===== src/hw/spi_defines.svh =====
`ifndef SPI_DEFINES_SVH
`define SPI_DEFINES_SVH

// Byte buffer geometry
`define SPI_BUF_DEPTH 32
`define SPI_ADDR_W 5

// Data widths
`define SPI_BYTE_W 8
`define SPI_WORD_W 32

// clk_i cycles per SCLK half period
`define SPI_HALF_PERIOD 6

`endif


===== src/hw/spi_pkg.sv =====
`include "spi_defines.svh"

package spi_pkg;

    ////////////////////////////////
    // Control / status word
    ////////////////////////////////

    // Command as written by the host
    typedef struct packed {
        logic [`SPI_WORD_W-`SPI_ADDR_W-5:0] rsvd;
        logic [`SPI_ADDR_W-1:0]             count_m1;   // Bytes minus one
        logic                               fill_zeros;
        logic                               fill_ones;
        logic                               cs_en;
        logic                               send;
    } ctrl_cmd_t;

    // Same word after the transfer
    typedef struct packed {
        logic [`SPI_WORD_W-`SPI_ADDR_W-18:0] rsvd_hi;
        logic [`SPI_ADDR_W:0]                xfer_done;  // Bits 21..16
        logic [11-`SPI_ADDR_W:0]             rsvd_mid;
        logic [`SPI_ADDR_W-1:0]              count_m1;
        logic                                fill_zeros;
        logic                                fill_ones;
        logic                                cs_en;
        logic                                send;      // Cleared on write-back
    } ctrl_stat_t;

    typedef union packed {
        ctrl_cmd_t  cmd;
        ctrl_stat_t stat;
    } ctrl_word_u;

    ////////////////////////////////
    // Sequencer
    ////////////////////////////////

    typedef enum logic [2:0] {
        IDLE,
        FETCH,
        SHIFT,
        STORE,
        NEXT,
        FINISH
    } seq_state_t;

endpackage


===== src/hw/spi_buf_if.sv =====
`timescale 1ns/1ps
`include "spi_defines.svh"

// One access port into the byte buffer
interface spi_buf_if;

    logic [`SPI_ADDR_W-1:0] addr;
    logic                   re;
    logic                   we;
    logic [`SPI_BYTE_W-1:0] wdata;
    logic [`SPI_BYTE_W-1:0] rdata;
    logic                   rvalid;     // One cycle after re

    modport master (
        output addr, re, we, wdata,
        input  rdata, rvalid
    );

    modport arb (
        input  addr, re, we, wdata,
        output rdata, rvalid
    );

endinterface


===== src/hw/spi_byte_if.sv =====
`timescale 1ns/1ps
`include "spi_defines.svh"

// Single byte exchange, sequencer to shifter
interface spi_byte_if;

    logic                   start;      // Loads tx_byte
    logic [`SPI_BYTE_W-1:0] tx_byte;
    logic [`SPI_BYTE_W-1:0] rx_byte;    // Valid with done
    logic                   done;

    modport ctrl (
        output start, tx_byte,
        input  rx_byte, done
    );

    modport shift (
        input  start, tx_byte,
        output rx_byte, done
    );

endinterface


===== src/hw/spi_shifter.sv =====
`timescale 1ns/1ps
`include "spi_defines.svh"

module spi_shifter (
    input  logic        clk_i,
    input  logic        rst_i,
    input  logic        miso_i,
    output logic        sclk_o,
    output logic        mosi_o,
    spi_byte_if.shift   byte_port
);

    localparam int HP_W  = $clog2(`SPI_HALF_PERIOD);
    localparam int BIT_W = $clog2(`SPI_BYTE_W);

    logic [HP_W-1:0]        hp_cnt;
    logic [BIT_W-1:0]       bit_cnt;    // Falling edges so far
    logic                   active;
    logic                   sclk_q;
    logic                   done_q;
    logic                   edge_tick;
    logic [`SPI_BYTE_W-1:0] tx_sreg;
    logic [`SPI_BYTE_W-1:0] rx_sreg;

    assign edge_tick = active && (hp_cnt == HP_W'(`SPI_HALF_PERIOD - 1));

    //////////////////////////////
    // Edge timer and shift regs
    //////////////////////////////

    always_ff @(posedge clk_i, posedge rst_i) begin
        if (rst_i) begin
            hp_cnt  <= '0;
            bit_cnt <= '0;
            active  <= 1'b0;
            sclk_q  <= 1'b0;
            done_q  <= 1'b0;
            tx_sreg <= '0;
            rx_sreg <= '0;
        end else begin
            done_q <= 1'b0;
            if (byte_port.start) begin
                active  <= 1'b1;
                hp_cnt  <= '0;
                bit_cnt <= '0;
                tx_sreg <= byte_port.tx_byte;   // MSB on MOSI right away
            end else if (active) begin
                if (edge_tick) begin
                    hp_cnt <= '0;
                    sclk_q <= ~sclk_q;
                    if (!sclk_q) begin
                        // Rising edge samples MISO
                        rx_sreg <= {rx_sreg[`SPI_BYTE_W-2:0], miso_i};
                    end else begin
                        tx_sreg <= {tx_sreg[`SPI_BYTE_W-2:0], 1'b0};
                        bit_cnt <= bit_cnt + 1'b1;
                        if (bit_cnt == BIT_W'(`SPI_BYTE_W - 1)) begin
                            active <= 1'b0;
                            done_q <= 1'b1;
                        end
                    end
                end else begin
                    hp_cnt <= hp_cnt + 1'b1;
                end
            end
        end
    end

    assign sclk_o            = sclk_q;
    assign mosi_o            = tx_sreg[`SPI_BYTE_W-1];  // Zeros shifted in, low when idle
    assign byte_port.rx_byte = rx_sreg;
    assign byte_port.done    = done_q;

    // Sequencer must wait for done before the next byte
    a_no_start_busy: assert property (
        @(posedge clk_i) disable iff (rst_i)
        byte_port.start |-> !active
    );

endmodule


===== src/hw/spi_sequencer.sv =====
`timescale 1ns/1ps
`include "spi_defines.svh"

module spi_sequencer
    import spi_pkg::*;
(
    input  logic                   clk_i,
    input  logic                   rst_i,
    input  logic                   ctrl_we_i,
    input  logic [`SPI_WORD_W-1:0] ctrl_wdata_i,
    output ctrl_word_u             ctrl_rdata_o,
    output logic                   cs_n_o,
    output logic                   done_o,
    spi_buf_if.master              buf_port,
    spi_byte_if.ctrl               byte_port
);

    seq_state_t             state;
    ctrl_word_u             ctrl_q;
    ctrl_word_u             cmd_in;
    ctrl_stat_t             stat_w;
    logic [`SPI_ADDR_W-1:0] idx;        // Buffer entry in use
    logic [`SPI_ADDR_W-1:0] remain;     // Bytes left after this one
    logic [`SPI_BYTE_W-1:0] rx_q;
    logic                   started;
    logic                   cs_n_q;
    logic                   done_q;
    logic                   fill_any;
    logic                   launch;

    assign cmd_in   = ctrl_wdata_i;
    assign fill_any = ctrl_q.cmd.fill_ones | ctrl_q.cmd.fill_zeros;

    // Fill byte needs no buffer read, otherwise wait for rvalid
    assign launch = (state == SHIFT) && !started && (fill_any || buf_port.rvalid);

    //////////////////////////////
    // Status view of the word
    //////////////////////////////

    always_comb begin
        stat_w            = '0;
        stat_w.cs_en      = ctrl_q.cmd.cs_en;
        stat_w.fill_ones  = ctrl_q.cmd.fill_ones;
        stat_w.fill_zeros = ctrl_q.cmd.fill_zeros;
        stat_w.count_m1   = ctrl_q.cmd.count_m1;
        stat_w.xfer_done  = {1'b0, idx} + 1'b1;
    end

    //////////////////////////////
    // Transfer FSM
    //////////////////////////////

    always_ff @(posedge clk_i, posedge rst_i) begin
        if (rst_i) begin
            state   <= IDLE;
            ctrl_q  <= '0;
            idx     <= '0;
            remain  <= '0;
            started <= 1'b0;
            cs_n_q  <= 1'b1;
            done_q  <= 1'b0;
        end else begin
            done_q <= 1'b0;
            case (state)
                IDLE: begin
                    if (ctrl_we_i) begin
                        ctrl_q <= cmd_in;
                        if (cmd_in.cmd.send && cmd_in.cmd.cs_en) begin
                            cs_n_q <= 1'b0;
                            idx    <= '0;
                            remain <= cmd_in.cmd.count_m1;
                            state  <= FETCH;
                        end
                    end
                end
                FETCH: begin
                    started <= 1'b0;
                    state   <= SHIFT;
                end
                SHIFT: begin
                    if (launch)
                        started <= 1'b1;
                    if (byte_port.done)
                        state <= STORE;
                end
                STORE: state <= NEXT;
                NEXT: begin
                    if (remain == '0) begin
                        state <= FINISH;
                    end else begin
                        idx    <= idx + 1'b1;
                        remain <= remain - 1'b1;
                        state  <= FETCH;
                    end
                end
                FINISH: begin
                    cs_n_q      <= 1'b1;
                    ctrl_q.stat <= stat_w;
                    done_q      <= 1'b1;
                    state       <= IDLE;
                end
                default: state <= IDLE;
            endcase
        end
    end

    always_ff @(posedge clk_i) begin
        if (byte_port.done)
            rx_q <= byte_port.rx_byte;
    end

    // Ones wins over zeros
    always_comb begin
        if (ctrl_q.cmd.fill_ones)
            byte_port.tx_byte = '1;
        else if (ctrl_q.cmd.fill_zeros)
            byte_port.tx_byte = '0;
        else
            byte_port.tx_byte = buf_port.rdata;
    end

    assign byte_port.start = launch;

    assign buf_port.addr  = idx;
    assign buf_port.re    = (state == FETCH) && !fill_any;
    assign buf_port.we    = (state == STORE);     // Received byte back to same entry
    assign buf_port.wdata = rx_q;

    assign ctrl_rdata_o = ctrl_q;
    assign cs_n_o       = cs_n_q;
    assign done_o       = done_q;

    // Host must not write the control word mid transfer
    a_ctrl_we_idle: assert property (
        @(posedge clk_i) disable iff (rst_i)
        ctrl_we_i |-> state == IDLE
    );

endmodule


===== src/hw/spi_buf_arbiter.sv =====
`timescale 1ns/1ps
`include "spi_defines.svh"

module spi_buf_arbiter (
    input  logic                   clk_i,
    input  logic                   rst_i,
    input  logic                   host_we_i,
    input  logic                   host_re_i,
    input  logic [`SPI_ADDR_W-1:0] host_addr_i,
    input  logic [`SPI_BYTE_W-1:0] host_wdata_i,
    output logic [`SPI_BYTE_W-1:0] host_rdata_o,
    output logic                   host_rvalid_o,
    spi_buf_if.arb                 eng_port
);

    logic [`SPI_BYTE_W-1:0] mem [`SPI_BUF_DEPTH];

    // Holding slot for a host request that lost to the engine
    logic                   hold_valid;
    logic                   hold_we;
    logic                   hold_re;
    logic [`SPI_ADDR_W-1:0] hold_addr;
    logic [`SPI_BYTE_W-1:0] hold_wdata;

    logic                   eng_acc;
    logic                   host_req;
    logic                   svc_we;
    logic                   svc_re;
    logic [`SPI_ADDR_W-1:0] svc_addr;
    logic [`SPI_BYTE_W-1:0] svc_wdata;
    logic [`SPI_BYTE_W-1:0] rd_q;
    logic                   eng_rvalid_q;
    logic                   host_rvalid_q;

    assign eng_acc  = eng_port.re | eng_port.we;
    assign host_req = host_we_i | host_re_i;

    //////////////////////////////
    // Service select
    //////////////////////////////

    // Engine first, then parked host, then new host
    always_comb begin
        if (eng_acc) begin
            svc_we    = eng_port.we;
            svc_re    = eng_port.re;
            svc_addr  = eng_port.addr;
            svc_wdata = eng_port.wdata;
        end else if (hold_valid) begin
            svc_we    = hold_we;
            svc_re    = hold_re;
            svc_addr  = hold_addr;
            svc_wdata = hold_wdata;
        end else begin
            svc_we    = host_we_i;
            svc_re    = host_re_i;
            svc_addr  = host_addr_i;
            svc_wdata = host_wdata_i;
        end
    end

    always_ff @(posedge clk_i, posedge rst_i) begin
        if (rst_i) begin
            hold_valid    <= 1'b0;
            eng_rvalid_q  <= 1'b0;
            host_rvalid_q <= 1'b0;
        end else begin
            hold_valid    <= host_req && (eng_acc || hold_valid);
            eng_rvalid_q  <= eng_port.re;
            host_rvalid_q <= svc_re && !eng_acc;
        end
    end

    always_ff @(posedge clk_i) begin
        hold_we    <= host_we_i;
        hold_re    <= host_re_i;
        hold_addr  <= host_addr_i;
        hold_wdata <= host_wdata_i;
        if (svc_we)
            mem[svc_addr] <= svc_wdata;
        if (svc_re)
            rd_q <= mem[svc_addr];
    end

    assign eng_port.rdata  = rd_q;      // Shared, valids never overlap
    assign eng_port.rvalid = eng_rvalid_q;
    assign host_rdata_o    = rd_q;
    assign host_rvalid_o   = host_rvalid_q;

    // Engine never hits two cycles in a row so the slot always drains
    a_hold_free: assert property (
        @(posedge clk_i) disable iff (rst_i)
        (host_req && eng_acc) |-> !hold_valid
    );

endmodule


===== src/hw/spi_master_top.sv =====
`timescale 1ns/1ps
`include "spi_defines.svh"

module spi_master_top
    import spi_pkg::*;
(
    input  logic                   clk_i,
    input  logic                   rst_i,
    input  logic                   host_we_i,
    input  logic                   host_re_i,
    input  logic [`SPI_ADDR_W-1:0] host_addr_i,
    input  logic [`SPI_BYTE_W-1:0] host_wdata_i,
    output logic [`SPI_BYTE_W-1:0] host_rdata_o,
    output logic                   host_rvalid_o,
    input  logic                   ctrl_we_i,
    input  logic [`SPI_WORD_W-1:0] ctrl_wdata_i,
    output logic [`SPI_WORD_W-1:0] ctrl_rdata_o,
    output logic                   cs_n_o,
    output logic                   sclk_o,
    output logic                   mosi_o,
    input  logic                   miso_i,
    output logic                   done_o
);

    ctrl_word_u ctrl_word;

    spi_buf_if  buf_bus ();
    spi_byte_if byte_bus ();

    spi_sequencer u_seq (
        .clk_i        (clk_i),
        .rst_i        (rst_i),
        .ctrl_we_i    (ctrl_we_i),
        .ctrl_wdata_i (ctrl_wdata_i),
        .ctrl_rdata_o (ctrl_word),
        .cs_n_o       (cs_n_o),
        .done_o       (done_o),
        .buf_port     (buf_bus.master),
        .byte_port    (byte_bus.ctrl)
    );

    spi_shifter u_shift (
        .clk_i     (clk_i),
        .rst_i     (rst_i),
        .miso_i    (miso_i),
        .sclk_o    (sclk_o),
        .mosi_o    (mosi_o),
        .byte_port (byte_bus.shift)
    );

    spi_buf_arbiter u_arb (
        .clk_i         (clk_i),
        .rst_i         (rst_i),
        .host_we_i     (host_we_i),
        .host_re_i     (host_re_i),
        .host_addr_i   (host_addr_i),
        .host_wdata_i  (host_wdata_i),
        .host_rdata_o  (host_rdata_o),
        .host_rvalid_o (host_rvalid_o),
        .eng_port      (buf_bus.arb)
    );

    assign ctrl_rdata_o = ctrl_word;    // Raw bits to the host

endmodule


===== config.mk =====
export PLATFORM = sky130hd
export DESIGN_NAME = spi_master_top
export DESIGN_NICKNAME = d
export VERILOG_FILES = /design/src/hw/spi_pkg.sv /design/src/hw/spi_buf_if.sv /design/src/hw/spi_byte_if.sv /design/src/hw/spi_shifter.sv /design/src/hw/spi_sequencer.sv /design/src/hw/spi_buf_arbiter.sv /design/src/hw/spi_master_top.sv
export VERILOG_INCLUDE_DIRS = /design/src /design/src/hw
export SDC_FILE = /design/constraint.sdc
export NUM_CORES = 1
export LEC_CHECK = 0
export ABC_AREA = 1
export BUFFER_PORTS_ARGS = -buffer_cell sky130_fd_sc_hd__buf_2
export CORE_MARGIN = 10
export CORE_UTILIZATION = 30
export DETAILED_ROUTE_END_ITERATION = 12
export MAX_ROUTING_LAYER = met4
export PLACE_DENSITY = 0.56
export REMOVE_ABC_BUFFERS = 1
export SYNTH_ARGS = -nofsm -noshare
export SYNTH_HDL_FRONTEND = slang
export SYNTH_HIERARCHICAL = 1
export SYNTH_SLANG_ARGS = --single-unit
export TNS_END_PERCENT = 30

===== constraint.sdc =====
create_clock -name clk_i -period 5.07 [get_ports clk_i]
set_input_delay 1.014 -clock clk_i [delete_from_list [all_inputs] [get_ports clk_i]]
set_output_delay 1.014 -clock clk_i [all_outputs]
set_load 0.02 [all_outputs]

* After elaboration in Yosys (flattened, before gate mapping)
Memories as Yosys holds them, arrays and structs flattened. A register that Yosys moved wholly into a read port is not among the register bits.
Cells that the tools add are included.
** Storage, ports and cells
- Logic and storage cells :: 130
- Register bits :: 99
- Memory bits (writable) :: 256
- Output and inout bits :: 45
- Input port bits :: 51
- Memories kept :: 1
** Cells by class
- Equal/unequal tests :: 12
- $add $sub $neg :: 5
- Bitwise logic cells :: 6
- Mux-type cells :: 54
- Reduce and logical (&&, ||, !) cells :: 29
** Memories
- u_arb.mem :: words 32, bits a word 8, rd ports 1, clocked after memory_dff 1, wr ports 1, line spi_buf_arbiter.sv:16 : logic [`SPI_BYTE_W-1:0] mem [`SPI_BUF_DEPTH];
** Operator list (number)
- $mux 8 :: 8
- $pmux 32 s2 :: 1
- $mux 5 :: 8
- $mux 3 :: 11
- $mux 32 :: 1
- $mux 1 :: 20
- $pmux 5 s2 :: 2
- $pmux 3 s5 :: 1
- $reduce_and 3->1 :: 5
- $eq 3x3->1 const B :: 4
- $reduce_bool 2->1 :: 6
- $reduce_and 4->1 :: 2
- $logic_and 1x1->1 :: 7
- $add 3x1->3 const B :: 2
- $add 5x1->6 const B :: 1
- $eq 3x2->1 const B :: 2
- $ne 2x2->1 const B :: 3
- $add 5x1->5 const B :: 1
- $logic_not 5->1 :: 1
- $sub 5x1->5 const B :: 1
- $ne 2x1->1 const B :: 2
- $pmux 1 s2 :: 2
- $reduce_and 2->1 :: 2
- $eq 3x1->1 const B :: 1
- 5 further kinds :: 12

* Logic depth before layout (Yosys ltp)
Gate-level depths: netlist of run 1.
- Depth in word-level cells :: 7
- Gate-level depth with buffers :: 18
- Gate-level depth less buffers :: 16

* Modules after synthesis
The synthesis of run 1 kept the hierarchy.
** Modules (own cells, without submodules)
- spi_buf_arbiter :: cells each 1186, times used 1, area each 12161.7 um2, sequential area each 8303.0 um2
- spi_sequencer :: cells each 297, times used 1, area each 2532.4 um2, sequential area each 1442.6 um2
- spi_shifter :: cells each 142, times used 1, area each 1196.1 um2, sequential area each 625.6 um2

* Least setup slack after synthesis of run 1
No wires, ideal clock.
- Kind :: reg2reg
- Start :: register u_seq.state[0]
- End :: memory u_arb/mem[0][0] (netlist name) (data pin)
- Data required time :: 4.616 ns
- Path slack :: 2.057 ns
- Clock period less this slack :: 3.013 ns
- Stages on the path, launching flop included :: 10
- Arrival :: 2.559 ns
- Library setup time :: 0.454 ns
- Cells stage by stage :: dfrtp_1 inv_1 nor3_1 inv_1 nor3_1 nor2_4 buf_6 buf_2 o21ai_0 o21ai_0
** On the way
- Longest elaborated chain between the ends :: 4
- Elaborated cells between the ends (all ways) :: 5
** Ends and longest elaborated chain
- start, declared :: line spi_sequencer.sv:18 : seq_state_t state;
- start signal, assigned :: line spi_sequencer.sv:56 : state <= IDLE;
- start signal, assigned :: line spi_sequencer.sv:73 : state <= FETCH;
- start signal, assigned :: line spi_sequencer.sv:79 : state <= SHIFT;
- $eq 3x1->1 :: line spi_sequencer.sv:126 : assign buf_port.re = (state == FETCH) && !fill_any;
- $logic_and 1x1->1 :: line spi_sequencer.sv:126
- net buf_bus.re :: line spi_buf_if.sv:8 : logic re;
- $or 1x1->1 :: line spi_buf_arbiter.sv:35 : assign eng_acc = eng_port.re | eng_port.we;
- $mux 8 :: line spi_buf_arbiter.sv:44 : if (eng_acc) begin
- net u_arb.svc_wdata[0] :: line spi_buf_arbiter.sv:30 : logic [`SPI_BYTE_W-1:0] svc_wdata;
- end, declared :: line spi_buf_arbiter.sv:16
The timed path passes the listed nets, and every way through them passes these cells.

* Worst setup path in the final report of run 1
- Start :: register u_seq.state[0]
- End :: register u_arb.rd_q[3] (netlist: u_arb/eng_port.rdata[3]), read port of u_arb.mem (data pin)
** On the way
- Longest elaborated chain between the ends :: 4
- Elaborated cells between the ends (all ways) :: 6
** Ends and longest elaborated chain
- $eq 3x1->1 (*) :: line spi_sequencer.sv:126
- $logic_and 1x1->1 (*) :: line spi_sequencer.sv:126
- net buf_bus.re :: line spi_buf_if.sv:8
- $or 1x1->1 :: line spi_buf_arbiter.sv:35
- $mux 5 / $mux 1 (equally long branches) :: line spi_buf_arbiter.sv:44
- end, declared :: line spi_buf_arbiter.sv:31 : logic [`SPI_BYTE_W-1:0] rd_q;
Mark *: on every way through the listed nets, which the timed path passes. The rest lies on a longest branch.
A chain may end at the register's enable or synchronous reset.

==> results of run 1 <==
-- state kept, by name (all words and copies together), names as in the netlist, 3 cells and up --
signal,cells
u_arb/mem,256
u_seq/buf_port.wdata,8
u_arb/eng_port.rdata,8
u_arb/hold_addr,5
u_seq/ctrl_rdata_o,32
u_shift/hp_cnt,3
u_arb/hold_wdata,8
u_shift/byte_port.rx_byte,8
u_seq/state,3
u_shift/bit_cnt,3
u_seq/remain,5
u_seq/buf_port.addr,5
u_shift/tx_sreg,8
-- final timing paths --
| path | from | to | slack [ns] | cells past startpoint |
|---|---|---|---|---|
| max in group asynchronous | rst_i | u_seq/ctrl_rdata_o[5] | 3.68 | 2 |
| setup / recovery | u_seq/state[0] | u_arb/eng_port.rdata[3] | 0.90 | 17 |
| hold / removal | rst_i | u_arb/eng_port.rvalid | 0.37 | 2 |
| setup reg to reg | u_seq/state[0] | u_arb/eng_port.rdata[3] | 0.90 | 17 |
| hold reg to reg | u_shift/byte_port.rx_byte[7] | u_seq/buf_port.wdata[7] | 0.46 | 0 |
| min in group clk_i | u_shift/byte_port.rx_byte[7] | u_seq/buf_port.wdata[7] | 0.46 | 0 |
-- synthesized netlist by cell type (2+ instances only) --
library cell and n:
buf_6 11, inv_2 11, inv_1 44, nor3_1 2, buf_4 19, edfxtp_1 272, nor2_2 7, dfrtp_1 75
nand3_1 202, clkbuf_1 13, o22ai_1 3, nand2_4 4, nand2_2 4, dfxtp_1 15, o21ai_2 3, nand3_2 4
buf_2 39, xor2_1 2, nand4_1 3, o21ai_1 5, xnor2_1 2, nor2_4 5, o21ai_0 26, ha_1 6
clkinv_1 2, nor2_1 81, a21oi_1 4, nand2_1 750
-- stage by stage --
step / TNS [ns] / setup slack, ns / hold slack, ns / cells
after floorplan: -198.38 / -1.59 / 0.425 / 1543
after global placement: 0 / 0.991 / 0.449 / 2346
after detailed placement: 0 / 0.915 / 0.438 / 2346
after CTS: 0 / 0.898 / 0.348 / 2413
after global routing: 0 / 0.400 / 0.359 / 2413
final: 0 / 0.902 / 0.371 / 2413
-- final cells by class --
cell class | count | area, µm² | area share (%)
flip-flops and latches | 363 | 10400 | 57.2
multi-input cells | 1122 | 4840 | 26.7
clock buffers | 52 | 1090 | 6.00
well taps | 688 | 861 | 4.75
repair buffers | 115 | 626 | 3.45
inverters | 58 | 220 | 1.22
clock inverters | 15 | 110 | 0.608
-- power by group through the flow --
stage	sequential, mW	combinational (mW)	clock (mW)
after floorplan	4.65	2.81	0
after CTS	4.45	4.78	2.77
after global routing	4.50	5.30	2.88
after global placement	4.49	4.72	0
final	4.44	4.75	2.69
after detailed placement	4.51	4.76	0
-- layer usage --
layer / share of wire [%] / global-route usage [%] / up-vias
met5: 0 / - / -
met4: 1.9 / 3.17 / 0
met1: 46 / 18.0 / 5439
met2: 45 / 20.1 / 363
met3: 6.8 / 2.36 / 52
li1: - / - / 5491
-- logic make-up (layout without fill, tap and decap cells) --
kind of cell	Yosys count	in the layout
AND/OR/NAND/NOR	1067	1067
XOR/XNOR	4	4
adder cells (fa/ha/maj)	6	6
buffers and inverters	140	240
AO/OA/AOI/OAI	44	44
multiplexers	1	1
flip-flops	363	363
-- critical path, delay by kind of cell (launching register included) --
| kind | cells | cell delay, ns |
|---|---|---|
| buffers and inverters | 4 | 1.34 |
| flip-flops | 1 | 0.43 |
| AND/OR/NAND/NOR | 13 | 2.10 |
==> reports/results.tsv, run 1 <==
stage	metric	value	unit
power_and_ir_drop	finalPower	11.9	mW
synth	muxShareOfSynthArea	0.0630	%
synth	synth_area_leaders	edfxtp_1 (51%), nand2_1 (18%), dfrtp_1 (12%)	
synth	ys_seq_area_share	65.3	%
drt	firstDrtPassIters	5	
drt	routed_wl	41700	µm
critical_path	setup.worst_path.start_class	register	
placed_design	place_area	16900	µm²
synth	async_reset_ff_share	20.9	%
synth	synth_top_family_by_area	simple AND/OR/NAND/NOR gates	
sta	timing.fmax	240	MHz
power_and_ir_drop	p_int	6.90	mW
floorplan	dieArea	62600	µm²
sta	setup_viol	0	
synth	synth_compound_area_share	1.59	%
power_and_ir_drop	combinationalPowerShare	40.0	%
power_and_ir_drop	seq_power_share	37.4	%
drt	ant_nets	0	
cts	post-cts-setup-buffers	0	
placed_design	numPortBuffers	95	
placed_design	gp_congestion	0.842	
critical_path	criticalPathCategory	reg -> reg	
grt	grt_max_degree	97	
power_and_ir_drop	vdd_ir_drop_max	0.389	mV
sta	rsz0062_at_grt	no	
synth	synth_edf_count	272	
critical_path	cp_slowest_stage_delay	0.79	ns
critical_path	crit_top_cell	nand2_1	
placed_design	hpwlAfterDp	25700	µm
cts	tritoncts	yes	
power_and_ir_drop	swShare	42.0	%
sta	period_needed	4.17	ns
final_layout	n_antenna_cell	0	
synth	synth-main-ff-cell	edfxtp_1	
final_layout	mostFrequentLayoutCells	nand2_1 (748), edfxtp_1 (272), nand3_1 (202)	
grt	grt_use_total	13.2	%
drt	routedWlPerCell	17.3	µm
critical_path	cp-end-kind	register	
drt	drc	0	
drt	routed_via_density	4.70	
critical_path	slowest_stage	buf_4	
cts	cts.sinks	363	
power_and_ir_drop	power_density	656	nW/µm²
synth	synthXorXnorAreaFrac	0.220	%
cts	path_clk_slew	0.06	ns
cts	numCtsBuffers	39	
synth	synth_area_per_cell	9.78	µm²
sta	hold_viol	0	
final_layout	final_util	34.5	%
final_layout	fill_cells	5327	
cts	htree_levels	2	
synth	synth_top_area_share	51.4	%
sta	skew	0.0225	ns
cts	holdBufCountCts	0	
flow_run	drv_cap	0	
grt	gr-total-overflow	0	
floorplan	io_pins	96	
cts	cts_resized	0	
synth	ys_ff_latch	363	
final_layout	layout_commonest_cell	nand2_1	
critical_path	path_cells	inv_1 > nor3_1 > inv_1 > nor3_1 > nor2_4 > inv_1 > nand2_4 > nand2_2 > buf_4 > nand2_1 > nand2_1 > nand2_1 > nand2_1 > nand2_1 > nand2_1 > nor2_1 > nand2_1	
synth	synthSimpleGateAreaFrac	27.8	%
synth	yosys.area.top_type	edfxtp_1	
power_and_ir_drop	p_sw	4.99	mW
critical_path	worstPathMaxFanout	96	
sta	fin_crit_sh	82.2	%
synth	synthAdderAreaFrac	0.472	%
final_layout	layout-drive-gt1-share	12.9	%
sta	tightest_slew	1.11	ns
floorplan	die_y	250	µm
critical_path	crit_required	5.48	ns
sta	max_slew_margin	26.2	%
cts	cts_max_path_buffers	3	
final_layout	finalInstanceArea	18100	µm²
drt	first_iter_violations	875	
power_and_ir_drop	p_leak	7.89	nW
floorplan	core_area	52600	µm²
floorplan	start_util	30.2	%
synth	syn_inst	1625	
final_layout	syn_to_final_growth	14.0	%
cts	cts-root-buf	clkbuf_16	
synth	yosys_warnings	6	
power_and_ir_drop	pwr-share-clk	22.7	%
final_layout	nNetsFinal	1756	
drt	vias	11300	
outcome	status	complete, no violations	
grt	antenna_found_initial	0	
floorplan	die_w	250	µm
cts	clk-insertion-delay-late	0.54	ns
critical_path	cp.arrival	4.58	ns
floorplan	fp-row-count	84	
hold_path	hold_path_class	in -> async	
synth	synth_area	15900	µm²
synth	synth_cell_types	39	
grt	grt_pass1_vias	11000	
grt	grt_pass1_wl	64800	µm
sta	drv_slew	0	
No activity file was read; power rests on OpenSTA's default activity.
==> run 2, diff against run 1 <==
PLACE_DENSITY = 0.58   (was 0.56)
clock period = 3.45 ns   (was 5.07 ns; I/O delays follow)
==> run 2 against run 1 <==
Against the previous run: total power increased by 50%; die area is the same; highest routed layer unchanged; sequential power is 48% higher.
==> reports/results.tsv, run 2 (same netlist as run 1, synthesis figures left out) <==
stage	metric	value	unit	change
critical_path	crit_required	3.74	ns	-1.74 ns
power_and_ir_drop	p_leak	8.12	nW	+3.0%
final_layout	mostFrequentLayoutCells	nand2_1 (748), edfxtp_1 (272), nand3_1 (202)		
critical_path	worstSetupEndpoint	u_arb/eng_port.rdata[6]		
critical_path	slowest_stage	nor3_1		
grt	antenna_found_initial	2		+2
drt	first_iter_violations	844		-3.5%
final_layout	syn_to_final_growth	16.6	%	
critical_path	reg2reg_depth	16		-1
hold_path	hold_path_class	in -> async		
critical_path	r2r-start	u_seq/state[0]		
final_layout	layout_commonest_cell	nand2_1		
critical_path	crit_top_cell	nand2_1		
drt	drc	0		unchanged
final_layout	largest_register_ffs	256		unchanged
drt	routed_wl	41700	µm	about the same
grt	grt_max_degree	121		+25%
placed_design	place_area	17300	µm²	+2.2%
floorplan	die_y	250	µm	unchanged
outcome	status	complete, no violations		
final_layout	finalInstanceArea	18500	µm²	+2.3%
sta	drv_slew	0		unchanged
drt	routed_via_density	4.71		+0.28%
floorplan	start_util	30.2	%	unchanged
grt	grt_pass1_wl	64900	µm	+0.16%
floorplan	fp-row-count	84		unchanged
grt	gr-total-overflow	0		unchanged
drt	vias	11600		+2.2%
critical_path	setup.worst_path.start_class	register		
cts	tritoncts	yes		
critical_path	worst-path-buf-inv	4		unchanged
cts	cts-root-buf	clkbuf_16		
drt	ant_nets	0		unchanged
cts	cts_max_path_buffers	3		unchanged
critical_path	cp-end-kind	register		
critical_path	startpoint	u_seq/state[0]		
critical_path	critPathTopFamily	simple AND/OR/NAND/NOR gates		
sta	hold_viol	0		unchanged
sta	setup_viol	0		unchanged
drt	firstDrtPassIters	5		unchanged
critical_path	path_cells	inv_1 > nor3_1 > inv_1 > nor3_1 > nor2_4 > inv_1 > nand2_4 > buf_12 > nand3_1 > nand2_1 > nand2_1 > nand2_1 > nand2_1 > nand2_1 > nor2_1 > nand2_1		
floorplan	dieArea	62600	µm²	unchanged
placed_design	placed_cells	2387		+1.7%
sta	max_slew_margin	17.0	%	-9.2 points
grt	grt_use_total	13.3	%	+0.060 points
grt	grt_pass1_vias	11100		+1.1%
floorplan	die_w	250	µm	unchanged
cts	numCtsBuffers	39		unchanged
sta	skew	0.0214	ns	-0.00107 ns
final_layout	nNetsFinal	1797		+2.3%
sta	rsz0062_at_grt	no		
sta	timing.fmax	317	MHz	+32%
final_layout	layout-drive-gt1-share	15.3	%	+2.4 points
final_layout	layout.cells.non_filler	2458		+1.9%
cts	clk-insertion-delay-late	0.53	ns	about the same
critical_path	path_depth	16		-1
drt	routedWlPerCell	17.0	µm	-1.8%
critical_path	criticalPathCategory	reg -> reg		
sta	period_needed	3.16	ns	-1.01 ns
critical_path	worstPathMaxFanout	120		+25%
floorplan	core_area	52600	µm²	unchanged
critical_path	regToRegSetupSlack	0.29	ns	-0.61 ns
power_and_ir_drop	vdd_ir_drop_max	0.632	mV	+63%
critical_path	cp.arrival	3.44	ns	-1.14 ns
critical_path	cp_slowest_stage_delay	0.43	ns	-0.36 ns
flow_run	drv_cap	0		unchanged
final_layout	regMostFlops	u_arb/mem		
cts	cts.sinks	363		unchanged
placed_design	gp_congestion	0.885		+5.0%
sta	fin_crit_sh	91.6	%	+9.3 points
placed_design	numPortBuffers	95		unchanged
cts	path_clk_slew	0.06	ns	about the same
power_and_ir_drop	power_density	963	nW/µm²	+47%
sta	tightest_slew	1.24	ns	+0.133 ns
floorplan	io_pins	96		unchanged
cts	htree_levels	2		unchanged
critical_path	r2r-end	u_arb/eng_port.rdata[6]		
placed_design	hpwlAfterDp	26600	µm	+3.7%
run 2: changes by cell type in the layout (fill, tap and decap cells not counted), sizes merged:
cell | before | now
buf | 115 | 156
bufinv | 1 | 3
diode | 0 | 1
clkbuf | 52 | 43
clkinv | 14 | 22
clkinvlp | 1 | 3
run 2: worst min path at each step:
stage | from | to
finish | rst_i | u_arb/eng_port.rvalid
global placement | u_shift/byte_port.rx_byte[7] | u_seq/buf_port.wdata[7]
floorplan | u_shift/byte_port.rx_byte[7] | u_seq/buf_port.wdata[7]
detailed placement | u_shift/byte_port.rx_byte[7] | u_seq/buf_port.wdata[7]
global route | rst_i | u_arb/eng_port.rvalid
CTS | rst_i | u_arb/eng_port.rvalid
run 2: timing repair:
item                                    in CTS  in global routing
setup buffers                                0                  0
endpoints found under the setup margin       0                 16
gates resized for setup                      0                  2
hold buffers                                 0                  0
run 2: final cells by class:
cell class | instances | area (µm²)
fillers | 5303 | 34000
clock buffers | 43 | 1000
flip-flops and latches | 363 | 10400
repair buffers | 156 | 983
multi-input cells | 1122 | 4870
well taps | 688 | 861
clock inverters | 27 | 216
inverters | 58 | 220
diodes | 1 | 2.50
run 2: worst reg2reg max path, cell delays in order (launching register included):
cell	delay (ns)
dfrtp_1	0.42
inv_1	0.12
nor3_1	0.16
inv_1	0.09
nor3_1	0.44
nor2_4	0.18
inv_1	0.18
nand2_4	0.08
buf_12	0.20
nand3_1	0.44
nand2_1	0.08
nand2_1	0.06
nand2_1	0.07
nand2_1	0.08
nand2_1	0.13
nor2_1	0.14
nand2_1	0.07
run 2: per-stage QoR:
stage	total power, mW	setup slack (ns)	hold WS [ns]	TNS, ns	util (%)
floorplan	11.0	-3.21	0.425	-500.99	-
global placement	13.8	0.318	0.437	0	32.9
detailed placement	13.9	0.199	0.449	0	32.9
CTS	18.0	0.204	0.0570	0	35.2
global route	19.0	0.0671	0.0650	0	35.3
finish	17.8	0.291	0.0739	0	35.3
run 2: report_power, final:
| group | internal (mW) | switching, mW |
|---|---|---|
| clock network | 2.32 | 1.67 |
| registers | 6.13 | 0.414 |
| logic | 1.97 | 5.33 |
| total | 10.4 | 7.41 |
run 2: per-layer routing:
layer	up-vias	track usage, %	routed length, µm	share of wire, %
met5	-	-	0	0
met4	0	3.44	933	2.2
met3	55	2.56	3190	7.7
met2	421	19.8	18600	45
met1	5542	18.1	18900	45
li1	5571	-	-	-
